$ cat config.mk
export PLATFORM = sky130hd
export DESIGN_NAME = board_monitor_top
export DESIGN_NICKNAME = d
export VERILOG_FILES = /design/src/common/monitor_pkg.sv /design/src/design/key_debouncer.sv /design/src/uart/uart_rx.sv /design/src/uart/uart_tx.sv /design/src/design/hex_display.sv /design/src/design/monitor_ctrl.sv /design/src/design/board_monitor_top.sv
export VERILOG_INCLUDE_DIRS = /design/src /design/src/common
export SDC_FILE = /design/constraint.sdc
export NUM_CORES = 1
export LEC_CHECK = 0
export ABC_AREA = 1
export BUFFER_PORTS_ARGS = -buffer_cell sky130_fd_sc_hd__buf_2
export CAP_MARGIN = 0
export CORE_ASPECT_RATIO = 0.7
export CORE_MARGIN = 4
export CORE_UTILIZATION = 60
export CTS_CLUSTER_DIAMETER = 40
export DETAILED_ROUTE_END_ITERATION = 7
export PLACE_DENSITY_LB_ADDON = 0.25
export SETUP_SLACK_MARGIN = 0.15
export SYNTH_ARGS = -nofsm -noshare
export SYNTH_HDL_FRONTEND = slang
export SYNTH_SLANG_ARGS = --single-unit
$ cat constraint.sdc
create_clock -name clk -period 3.6 [get_ports clk]
set_input_delay 0.36 -clock clk [delete_from_list [all_inputs] [get_ports clk]]
set_output_delay 0.36 -clock clk [all_outputs]
set_load 0.005 [all_outputs]
$ cat src/common/monitor_params.svh
`ifndef MONITOR_PARAMS_SVH
`define MONITOR_PARAMS_SVH

// Stable cycles before a key level is accepted, kept short for simulation
`define DBC_CYCLES 16

// Clock cycles per UART bit
`define UART_CLKS_PER_BIT 8

`define NUM_DIGITS 6

`endif

$ cat src/common/monitor_pkg.sv
`include "monitor_params.svh"

package monitor_pkg;

  // ==========================================================================
  // Key events
  // ==========================================================================

  // Debounced level plus one-cycle edge pulses
  typedef struct packed {
    logic level;
    logic rise;
    logic fall;
  } key_event_t;

  // ==========================================================================
  // UART bytes
  // ==========================================================================

  // Host command: high nibble picks the digit, low nibble is its value
  typedef struct packed {
    logic [3:0] digit_idx;
    logic [3:0] value;
  } uart_cmd_t;

  // Same received byte, seen as echo data or as a command
  typedef union packed {
    logic [7:0] raw;
    uart_cmd_t  cmd;
  } uart_byte_u;

  // Display, digit 0 in the low nibble
  typedef logic [`NUM_DIGITS-1:0][3:0] hex_digits_t;

  // Active-low segments, bit 6 is segment g
  typedef logic [6:0] seg7_t;

endpackage

$ cat src/design/key_debouncer.sv
`timescale 1ns/1ps
`include "monitor_params.svh"

module key_debouncer (
  input  logic                    clk,
  input  logic                    rst_n,
  input  logic                    key,
  output monitor_pkg::key_event_t evt
);

  localparam int CW = $clog2(`DBC_CYCLES);
  localparam logic [CW-1:0] CNT_LAST = CW'(`DBC_CYCLES - 1);

  logic [1:0]    sync_q;
  logic          level_q;
  logic          rise_q;
  logic          fall_q;
  logic [CW-1:0] cnt_q;

  // Keys idle high, so everything comes out of reset at 1
  always_ff @(posedge clk or negedge rst_n) begin
    if (!rst_n) begin
      sync_q  <= 2'b11;
      level_q <= 1'b1;
      rise_q  <= 1'b0;
      fall_q  <= 1'b0;
      cnt_q   <= '0;
    end else begin
      sync_q <= {sync_q[0], key};
      rise_q <= 1'b0;
      fall_q <= 1'b0;
      if (sync_q[1] == level_q) begin
        // Any bounce back restarts the window
        cnt_q <= '0;
      end else if (cnt_q == CNT_LAST) begin
        cnt_q   <= '0;
        level_q <= sync_q[1];
        rise_q  <= sync_q[1];
        fall_q  <= ~sync_q[1];
      end else begin
        cnt_q <= cnt_q + 1'b1;
      end
    end
  end

  always_comb begin
    evt.level = level_q;
    evt.rise  = rise_q;
    evt.fall  = fall_q;
  end

endmodule

$ cat src/uart/uart_rx.sv
`timescale 1ns/1ps
`include "monitor_params.svh"

module uart_rx (
  input  logic                    clk,
  input  logic                    rst_n,
  input  logic                    rxd,
  output monitor_pkg::uart_byte_u rx_byte,
  output logic                    rx_valid
);

  localparam int CW = $clog2(`UART_CLKS_PER_BIT);
  localparam logic [CW-1:0] BIT_LAST  = CW'(`UART_CLKS_PER_BIT - 1);
  localparam logic [CW-1:0] HALF_LAST = CW'(`UART_CLKS_PER_BIT / 2 - 1);

  localparam logic [1:0] S_IDLE  = 2'd0;
  localparam logic [1:0] S_START = 2'd1;
  localparam logic [1:0] S_DATA  = 2'd2;
  localparam logic [1:0] S_STOP  = 2'd3;

  logic [1:0]    rxd_sync_q;
  logic          rxd_prev_q;
  logic [1:0]    state_q;
  logic [CW-1:0] cnt_q;
  logic [2:0]    bit_q;
  logic [7:0]    shift_q;
  logic          valid_q;

  always_ff @(posedge clk or negedge rst_n) begin
    if (!rst_n) begin
      rxd_sync_q <= 2'b11;
      rxd_prev_q <= 1'b1;
      state_q    <= S_IDLE;
      cnt_q      <= '0;
      bit_q      <= '0;
      valid_q    <= 1'b0;
    end else begin
      rxd_sync_q <= {rxd_sync_q[0], rxd};
      rxd_prev_q <= rxd_sync_q[1];
      valid_q    <= 1'b0;
      cnt_q      <= cnt_q + 1'b1;
      case (state_q)
        S_IDLE: begin
          // Falling edge opens a frame
          if (rxd_prev_q && !rxd_sync_q[1]) begin
            state_q <= S_START;
            cnt_q   <= '0;
          end
        end
        S_START: begin
          if (cnt_q == HALF_LAST) begin
            cnt_q   <= '0;
            bit_q   <= '0;
            state_q <= rxd_sync_q[1] ? S_IDLE : S_DATA;
          end
        end
        S_DATA: begin
          if (cnt_q == BIT_LAST) begin
            cnt_q <= '0;
            bit_q <= bit_q + 1'b1;
            if (bit_q == 3'd7) state_q <= S_STOP;
          end
        end
        default: begin
          // Bad stop bit drops the frame
          if (cnt_q == BIT_LAST) begin
            valid_q <= rxd_sync_q[1];
            state_q <= S_IDLE;
          end
        end
      endcase
    end
  end

  // Data bits, LSB first
  always_ff @(posedge clk) begin
    if (state_q == S_DATA && cnt_q == BIT_LAST) begin
      shift_q <= {rxd_sync_q[1], shift_q[7:1]};
    end
  end

  always_comb begin
    rx_byte.raw = shift_q;
    rx_valid    = valid_q;
  end

endmodule

$ cat src/uart/uart_tx.sv
`timescale 1ns/1ps
`include "monitor_params.svh"

module uart_tx (
  input  logic       clk,
  input  logic       rst_n,
  input  logic [7:0] tx_byte,
  input  logic       tx_start,
  output logic       txd,
  output logic       tx_busy
);

  localparam int CW = $clog2(`UART_CLKS_PER_BIT);
  localparam logic [CW-1:0] BIT_LAST = CW'(`UART_CLKS_PER_BIT - 1);

  // Stop, data, start, with the start bit leaving first
  logic [9:0]    frame_q;
  logic [CW-1:0] cnt_q;
  logic [3:0]    bit_q;
  logic          busy_q;

  always_ff @(posedge clk or negedge rst_n) begin
    if (!rst_n) begin
      frame_q <= '1;
      cnt_q   <= '0;
      bit_q   <= '0;
      busy_q  <= 1'b0;
    end else if (!busy_q) begin
      if (tx_start) begin
        frame_q <= {1'b1, tx_byte, 1'b0};
        cnt_q   <= '0;
        bit_q   <= '0;
        busy_q  <= 1'b1;
      end
    end else if (cnt_q == BIT_LAST) begin
      cnt_q <= '0;
      // Ones shift in behind, so the line rests high when done
      frame_q <= {1'b1, frame_q[9:1]};
      bit_q   <= bit_q + 1'b1;
      if (bit_q == 4'd9) busy_q <= 1'b0;
    end else begin
      cnt_q <= cnt_q + 1'b1;
    end
  end

  assign txd     = frame_q[0];
  assign tx_busy = busy_q;

endmodule

$ cat src/design/hex_display.sv
`timescale 1ns/1ps
`include "monitor_params.svh"

module hex_display (
  input  logic                     clk,
  input  logic                     rst_n,
  input  monitor_pkg::hex_digits_t digits,
  output monitor_pkg::seg7_t       hex0,
  output monitor_pkg::seg7_t       hex1,
  output monitor_pkg::seg7_t       hex2,
  output monitor_pkg::seg7_t       hex3,
  output monitor_pkg::seg7_t       hex4,
  output monitor_pkg::seg7_t       hex5
);

  localparam monitor_pkg::seg7_t SEG_ZERO = 7'h40;

  function automatic monitor_pkg::seg7_t seg_decode(input logic [3:0] d);
    monitor_pkg::seg7_t s;
    case (d)
      4'h0:    s = 7'h40;
      4'h1:    s = 7'h79;
      4'h2:    s = 7'h24;
      4'h3:    s = 7'h30;
      4'h4:    s = 7'h19;
      4'h5:    s = 7'h12;
      4'h6:    s = 7'h02;
      4'h7:    s = 7'h78;
      4'h8:    s = 7'h00;
      4'h9:    s = 7'h10;
      4'ha:    s = 7'h08;
      4'hb:    s = 7'h03;
      4'hc:    s = 7'h46;
      4'hd:    s = 7'h21;
      4'he:    s = 7'h06;
      default: s = 7'h0e;
    endcase
    return s;
  endfunction

  monitor_pkg::seg7_t seg_q [`NUM_DIGITS];

  // One register stage after the decode
  always_ff @(posedge clk or negedge rst_n) begin
    if (!rst_n) begin
      for (int i = 0; i < `NUM_DIGITS; i++) seg_q[i] <= SEG_ZERO;
    end else begin
      for (int i = 0; i < `NUM_DIGITS; i++) seg_q[i] <= seg_decode(digits[i]);
    end
  end

  assign hex0 = seg_q[0];
  assign hex1 = seg_q[1];
  assign hex2 = seg_q[2];
  assign hex3 = seg_q[3];
  assign hex4 = seg_q[4];
  assign hex5 = seg_q[5];

endmodule

$ cat src/design/monitor_ctrl.sv
`timescale 1ns/1ps
`include "monitor_params.svh"

module monitor_ctrl (
  input  logic                     clk,
  input  logic                     rst_n,
  input  monitor_pkg::key_event_t  go_evt,
  input  monitor_pkg::key_event_t  clr_evt,
  input  logic [9:0]               sw,
  input  monitor_pkg::uart_byte_u  rx_byte,
  input  logic                     rx_valid,
  input  logic                     cts,
  input  logic                     tx_busy,
  output logic [7:0]               tx_byte,
  output logic                     tx_start,
  output logic                     rts,
  output monitor_pkg::hex_digits_t digits
);

  monitor_pkg::hex_digits_t digits_q;
  logic       slot_full_q;
  logic [7:0] slot_data_q;
  logic [1:0] cts_sync_q;
  logic       go_take;
  logic       rx_hit;

  // A go press only counts while the slot is free
  assign go_take = go_evt.fall && !slot_full_q;
  assign rx_hit  = rx_valid && (rx_byte.cmd.digit_idx < 4'(`NUM_DIGITS));

  // ==========================================================================
  // Digit register, clear beats receive beats go
  // ==========================================================================
  always_ff @(posedge clk or negedge rst_n) begin
    if (!rst_n) begin
      digits_q <= '0;
    end else if (clr_evt.fall) begin
      digits_q <= '0;
    end else if (rx_valid) begin
      if (rx_hit) digits_q[rx_byte.cmd.digit_idx[2:0]] <= rx_byte.cmd.value;
    end else if (go_take) begin
      digits_q <= monitor_pkg::hex_digits_t'({12'h000, 2'b00, sw});
    end
  end

  // ==========================================================================
  // Pending-transmit slot
  // ==========================================================================
  always_ff @(posedge clk or negedge rst_n) begin
    if (!rst_n) begin
      slot_full_q <= 1'b0;
      cts_sync_q  <= 2'b11;
    end else begin
      cts_sync_q <= {cts_sync_q[0], cts};
      // New byte overwrites, even in the cycle the old one leaves
      if (rx_valid || go_take) slot_full_q <= 1'b1;
      else if (tx_start) slot_full_q <= 1'b0;
    end
  end

  always_ff @(posedge clk) begin
    if (rx_valid) slot_data_q <= rx_byte.raw;
    else if (go_take) slot_data_q <= sw[7:0];
  end

  // Host holds us off with cts high
  assign tx_start = slot_full_q && !tx_busy && !cts_sync_q[1];
  assign tx_byte  = slot_data_q;
  assign rts      = slot_full_q;
  assign digits   = digits_q;

endmodule

$ cat src/design/board_monitor_top.sv
`timescale 1ns/1ps

module board_monitor_top (
  input  logic               clk,
  input  logic               rst_n,
  input  logic [1:0]         key,
  input  logic [9:0]         sw,
  input  logic               uart_rx,
  input  logic               uart_cts,
  output logic               uart_tx,
  output logic               uart_rts,
  output monitor_pkg::seg7_t hex0,
  output monitor_pkg::seg7_t hex1,
  output monitor_pkg::seg7_t hex2,
  output monitor_pkg::seg7_t hex3,
  output monitor_pkg::seg7_t hex4,
  output monitor_pkg::seg7_t hex5
);

  monitor_pkg::key_event_t  key_evt [2];
  monitor_pkg::uart_byte_u  rx_byte;
  monitor_pkg::hex_digits_t digits;
  logic                     rx_valid;
  logic [7:0]               tx_byte;
  logic                     tx_start;
  logic                     tx_busy;

  // Key 0 is go, key 1 is clear
  for (genvar i = 0; i < 2; i++) begin : g_key_dbc
    key_debouncer u_key_debouncer (
      .clk   (clk),
      .rst_n (rst_n),
      .key   (key[i]),
      .evt   (key_evt[i])
    );
  end

  uart_rx u_uart_rx (
    .clk      (clk),
    .rst_n    (rst_n),
    .rxd      (uart_rx),
    .rx_byte  (rx_byte),
    .rx_valid (rx_valid)
  );

  uart_tx u_uart_tx (
    .clk      (clk),
    .rst_n    (rst_n),
    .tx_byte  (tx_byte),
    .tx_start (tx_start),
    .txd      (uart_tx),
    .tx_busy  (tx_busy)
  );

  monitor_ctrl u_monitor_ctrl (
    .clk      (clk),
    .rst_n    (rst_n),
    .go_evt   (key_evt[0]),
    .clr_evt  (key_evt[1]),
    .sw       (sw),
    .rx_byte  (rx_byte),
    .rx_valid (rx_valid),
    .cts      (uart_cts),
    .tx_busy  (tx_busy),
    .tx_byte  (tx_byte),
    .tx_start (tx_start),
    .rts      (uart_rts),
    .digits   (digits)
  );

  hex_display u_hex_display (
    .clk    (clk),
    .rst_n  (rst_n),
    .digits (digits),
    .hex0   (hex0),
    .hex1   (hex1),
    .hex2   (hex2),
    .hex3   (hex3),
    .hex4   (hex4),
    .hex5   (hex5)
  );

endmodule

==> summary.txt <==
Worst setup path
  • Req. time, crit path: 3.90 ns
  • Worst path arrival time: 2.01 ns
  • R2R Setup Slk: 1.90 ns
  • FF-to-FF End: u_monitor_ctrl.digits[1]
  • CP Launch Type: flop
  • Critical path capture point type: flop
  • Critical path class: reg2reg
  • Maximum fanout along the worst path: 16
  • Worst r2r path cells: 8
  • RR Startpoint: u_uart_rx.rx_valid

CTS
  • Post_cts resized: 0
  • Clk Latency, worst-skew pair: 0.42 ns
  • Clock sink count: 130
  • Hold Buf Count CTS: 0
  • Num CTS Buffers: 17
  • H-tree lvl count: 4
  • Clk buf depth: 2
  • Worst-path clk slew: 0.06 ns
  • CTS tree: yes
  • Setup bufs post-CTS: 0
  • Root Buffer: clkbuf_16

Yosys
  • Post-synth EDFFs: 16
  • Synth Cell Area: 6420 sq um
  • Ranking of synthesized cells by area: dfrtp_1 34%, nand2_1 11%, dfstp_2 11%
  • Library cells used by synthesis: 33
  • FFs w/ async S/R, synth: 0.877
  • Syn_area_per_cell: 8.91 sq um
  • Synth Flop Type: dfrtp_1
  • Yosys warnings: 0
  • Syn Inst Count: 720
  • Synth Register Bits: 130
  • Top cell type by total area after synthesis: dfrtp_1
  • Post-synth top area share: 0.343
  • Seq/Total Area, Yosys: 0.524
  • Syn_nets: 790

Detailed routing
  • Post-route ant nets: 0
  • Routed vias: 4,980
  • Wire length per cell: 14.6 um
  • DR DRC count: 0
  • Top Layer Used: met4
  • Total wire length: 13.5 mm
  • Met3 WL post-DR: 814 um
  • Drt first pass iters: 6
  • WL met2: 6.33 mm
  • Initial drt markers: 358
  • Vias/cell: 5.36
  • Met1 WL: 6.08 mm

Placement
  • Area after DPL: 6810 sq um
  • # port buffers: 59
  • Placer congestion estimate: 0.928
  • Hpwl dp: 9.52 mm
  • Post-Place Cells: 897

STA
  • Final worst-path cycle share: 0.473
  • TNS Setup: 0 ns
  • Fmax: 587 MHz
  • Final setup fails: 0
  • Layout Skew: 0.00789 ns
  • Worst-margin pin slew: 0.780 ns
  • RSZ-0062 raised after global routing: no
  • Final-report hold violation count: 0
  • Minimum clock period: 1.70 ns
  • Relative slew slack: 0.480
  • Final-report max-slew violation count: 0

Floorplan
  • Rows: 31
  • IO Count: 60
  • Die X: 132 um
  • Die Ht: 94.5 um
  • Die Area: 12,400 sq um
  • Core ar.: 10,400 sq um
  • Initial Util: 0.617

Hold path
  • Worst min-delay path class: in2async

Layout
  • Layout cell share with drive strength beyond 1: 0.174
  • Finished Layout Cells: 929
  • Final instance area: 7460 sq um
  • Ant diodes: 0
  • Synth-to-layout area growth: 16.2%
  • Nets: 854
  • Post-layout util: 0.718

Global route
  • Overall Global Routing Usage: 0.234
  • First-pass GRT wire length: 23.2 mm
  • Congestion Overflow GR: 0
  • Vias in the first global route: 4,944
  • Antenna violations before repair: 0
  • Pin count of the biggest net entering global routing: 64

Pwr
  • Pleak: 3.87 nW
  • VDD IR max: 0.489 mV
  • Pwr dens: 581 nW/um^2

Job
  • Max_cap viols: 0

Outcome
  • Status: finished, final reports clean
synth_stat cells (4+ instances only):
cell,instances
clkbuf_1,7
buf_2,7
o21ai_0,54
nand2_1,185
edfxtp_1,16
o31ai_1,6
ha_1,54
o211ai_1,4
nor2_1,62
a21oi_1,38
dfrtp_1,88
inv_2,4
inv_1,82
nand3_1,43
dfstp_2,26
o21ai_1,4
or2_2,9
state kept, by name, summed over array words and instances, names as in the netlist, 3 cells and up:
signal and flops:
u_monitor_ctrl.digits 24, u_uart_tx.frame_q 9, g_key_dbc.u_key_debouncer.cnt_q 8, u_monitor_ctrl.tx_byte 8
u_uart_rx.rx_byte 8, u_hex_display.hex0 7, u_hex_display.hex1 7, u_hex_display.hex2 7
u_hex_display.hex3 7, u_hex_display.hex4 7, u_hex_display.hex5 7, g_key_dbc.u_key_debouncer.sync_q 4
u_uart_tx.bit_q 4, u_uart_rx.bit_q 3, u_uart_rx.cnt_q 3, u_uart_tx.cnt_q 3
worst max-delay path, stage by stage, from the launching register on:
cell and delay [ns]:
dfrtp_1 0.51, inv_2 0.28, nor2_8 0.07, nand2_1 0.11, nand2_2 0.10, inv_2 0.21
nand2_1 0.17, nand2_1 0.10, nand2_1 0.06
where the power goes:
part	switching, mW	total [mW]	internal (mW)
clock network	0.641	1.86	1.22
logic	0.406	0.674	0.268
registers	0.129	1.80	1.67
layout make-up:
| type | count | area, sq um |
|---|---|---|
| Clock buffer | 20 | 467 |
| Clock inverter | 12 | 179 |
| Timing Repair Buffer | 61 | 313 |
| Sequential cell | 130 | 3370 |
| Multi-Input combinational cell | 485 | 2640 |
| Fill cell | 759 | 2940 |
| Inverter | 89 | 334 |
| Tap cell | 132 | 165 |
cell families (layout without fill, tap and decap cells):
logic type / Yosys count / count (layout) / share of synthesized area
AO/OA/AOI/OAI: 116 / 116 / 0.0984
buffers and inverters: 105 / 182 / 0.0651
flip-flops: 130 / 130 / 0.524
AND/OR/NAND/NOR: 311 / 311 / 0.201
adder cells (fa/ha/maj): 54 / 54 / 0.105
XOR/XNOR: 4 / 4 / 0.00546
layout by cell type (no fill, tap or decap), drive strengths merged:
| cell | count |
|---|---|
| inv | 87 |
| clkbuf | 20 |
| nand4 | 2 |
| a32oi | 3 |
| o211ai | 4 |
| nand3 | 43 |
| o31ai | 6 |
| a22oi | 1 |
| buf | 61 |
| bufinv | 4 |
| xor2 | 2 |
| ha | 54 |
| or2 | 9 |
| clkinvlp | 1 |
| clkinv | 9 |
| a31oi | 1 |
| nor3 | 4 |
| a22o | 2 |
| o21ai | 58 |
| edfxtp | 16 |
| o22ai | 3 |
| a21oi | 38 |
| dfstp | 26 |
| xnor2 | 2 |
| nor2 | 65 |
| nand2 | 188 |
| dfrtp | 88 |
worst max path at each step:
stage                     cells past startpoint                       end                  from
after floorplan                               9        u_uart_rx.bit_q[0]  u_uart_rx.state_q[0]
after global placement                        8  u_monitor_ctrl.digits[1]    u_uart_rx.rx_valid
after detailed placement                      8  u_monitor_ctrl.digits[6]    u_uart_rx.rx_valid
final                                         8  u_monitor_ctrl.digits[1]    u_uart_rx.rx_valid
after CTS                                     8  u_monitor_ctrl.digits[1]    u_uart_rx.rx_valid
after global routing                          8  u_monitor_ctrl.digits[2]    u_uart_rx.rx_valid
metrics by stage:
step                worst slack (ns)  power (mW)  hold WS [ns]
CTS                             1.92        4.37        0.0203
global placement                2.04        2.45         0.346
detailed placement              1.95        2.49         0.347
finish                          1.90        4.33        0.0233
floorplan                       2.17        2.26        0.0644
global route                    1.73        4.58        0.0234
per-layer routing:
metal / global-route usage / vias to the layer above
li1: - / 2445
met1: 0.310 / 2315
met2: 0.378 / 195
met3: 0.0511 / 25
met4: 0.101 / 0
met5: 0 / -
Power figures use the tool's default switching activity.
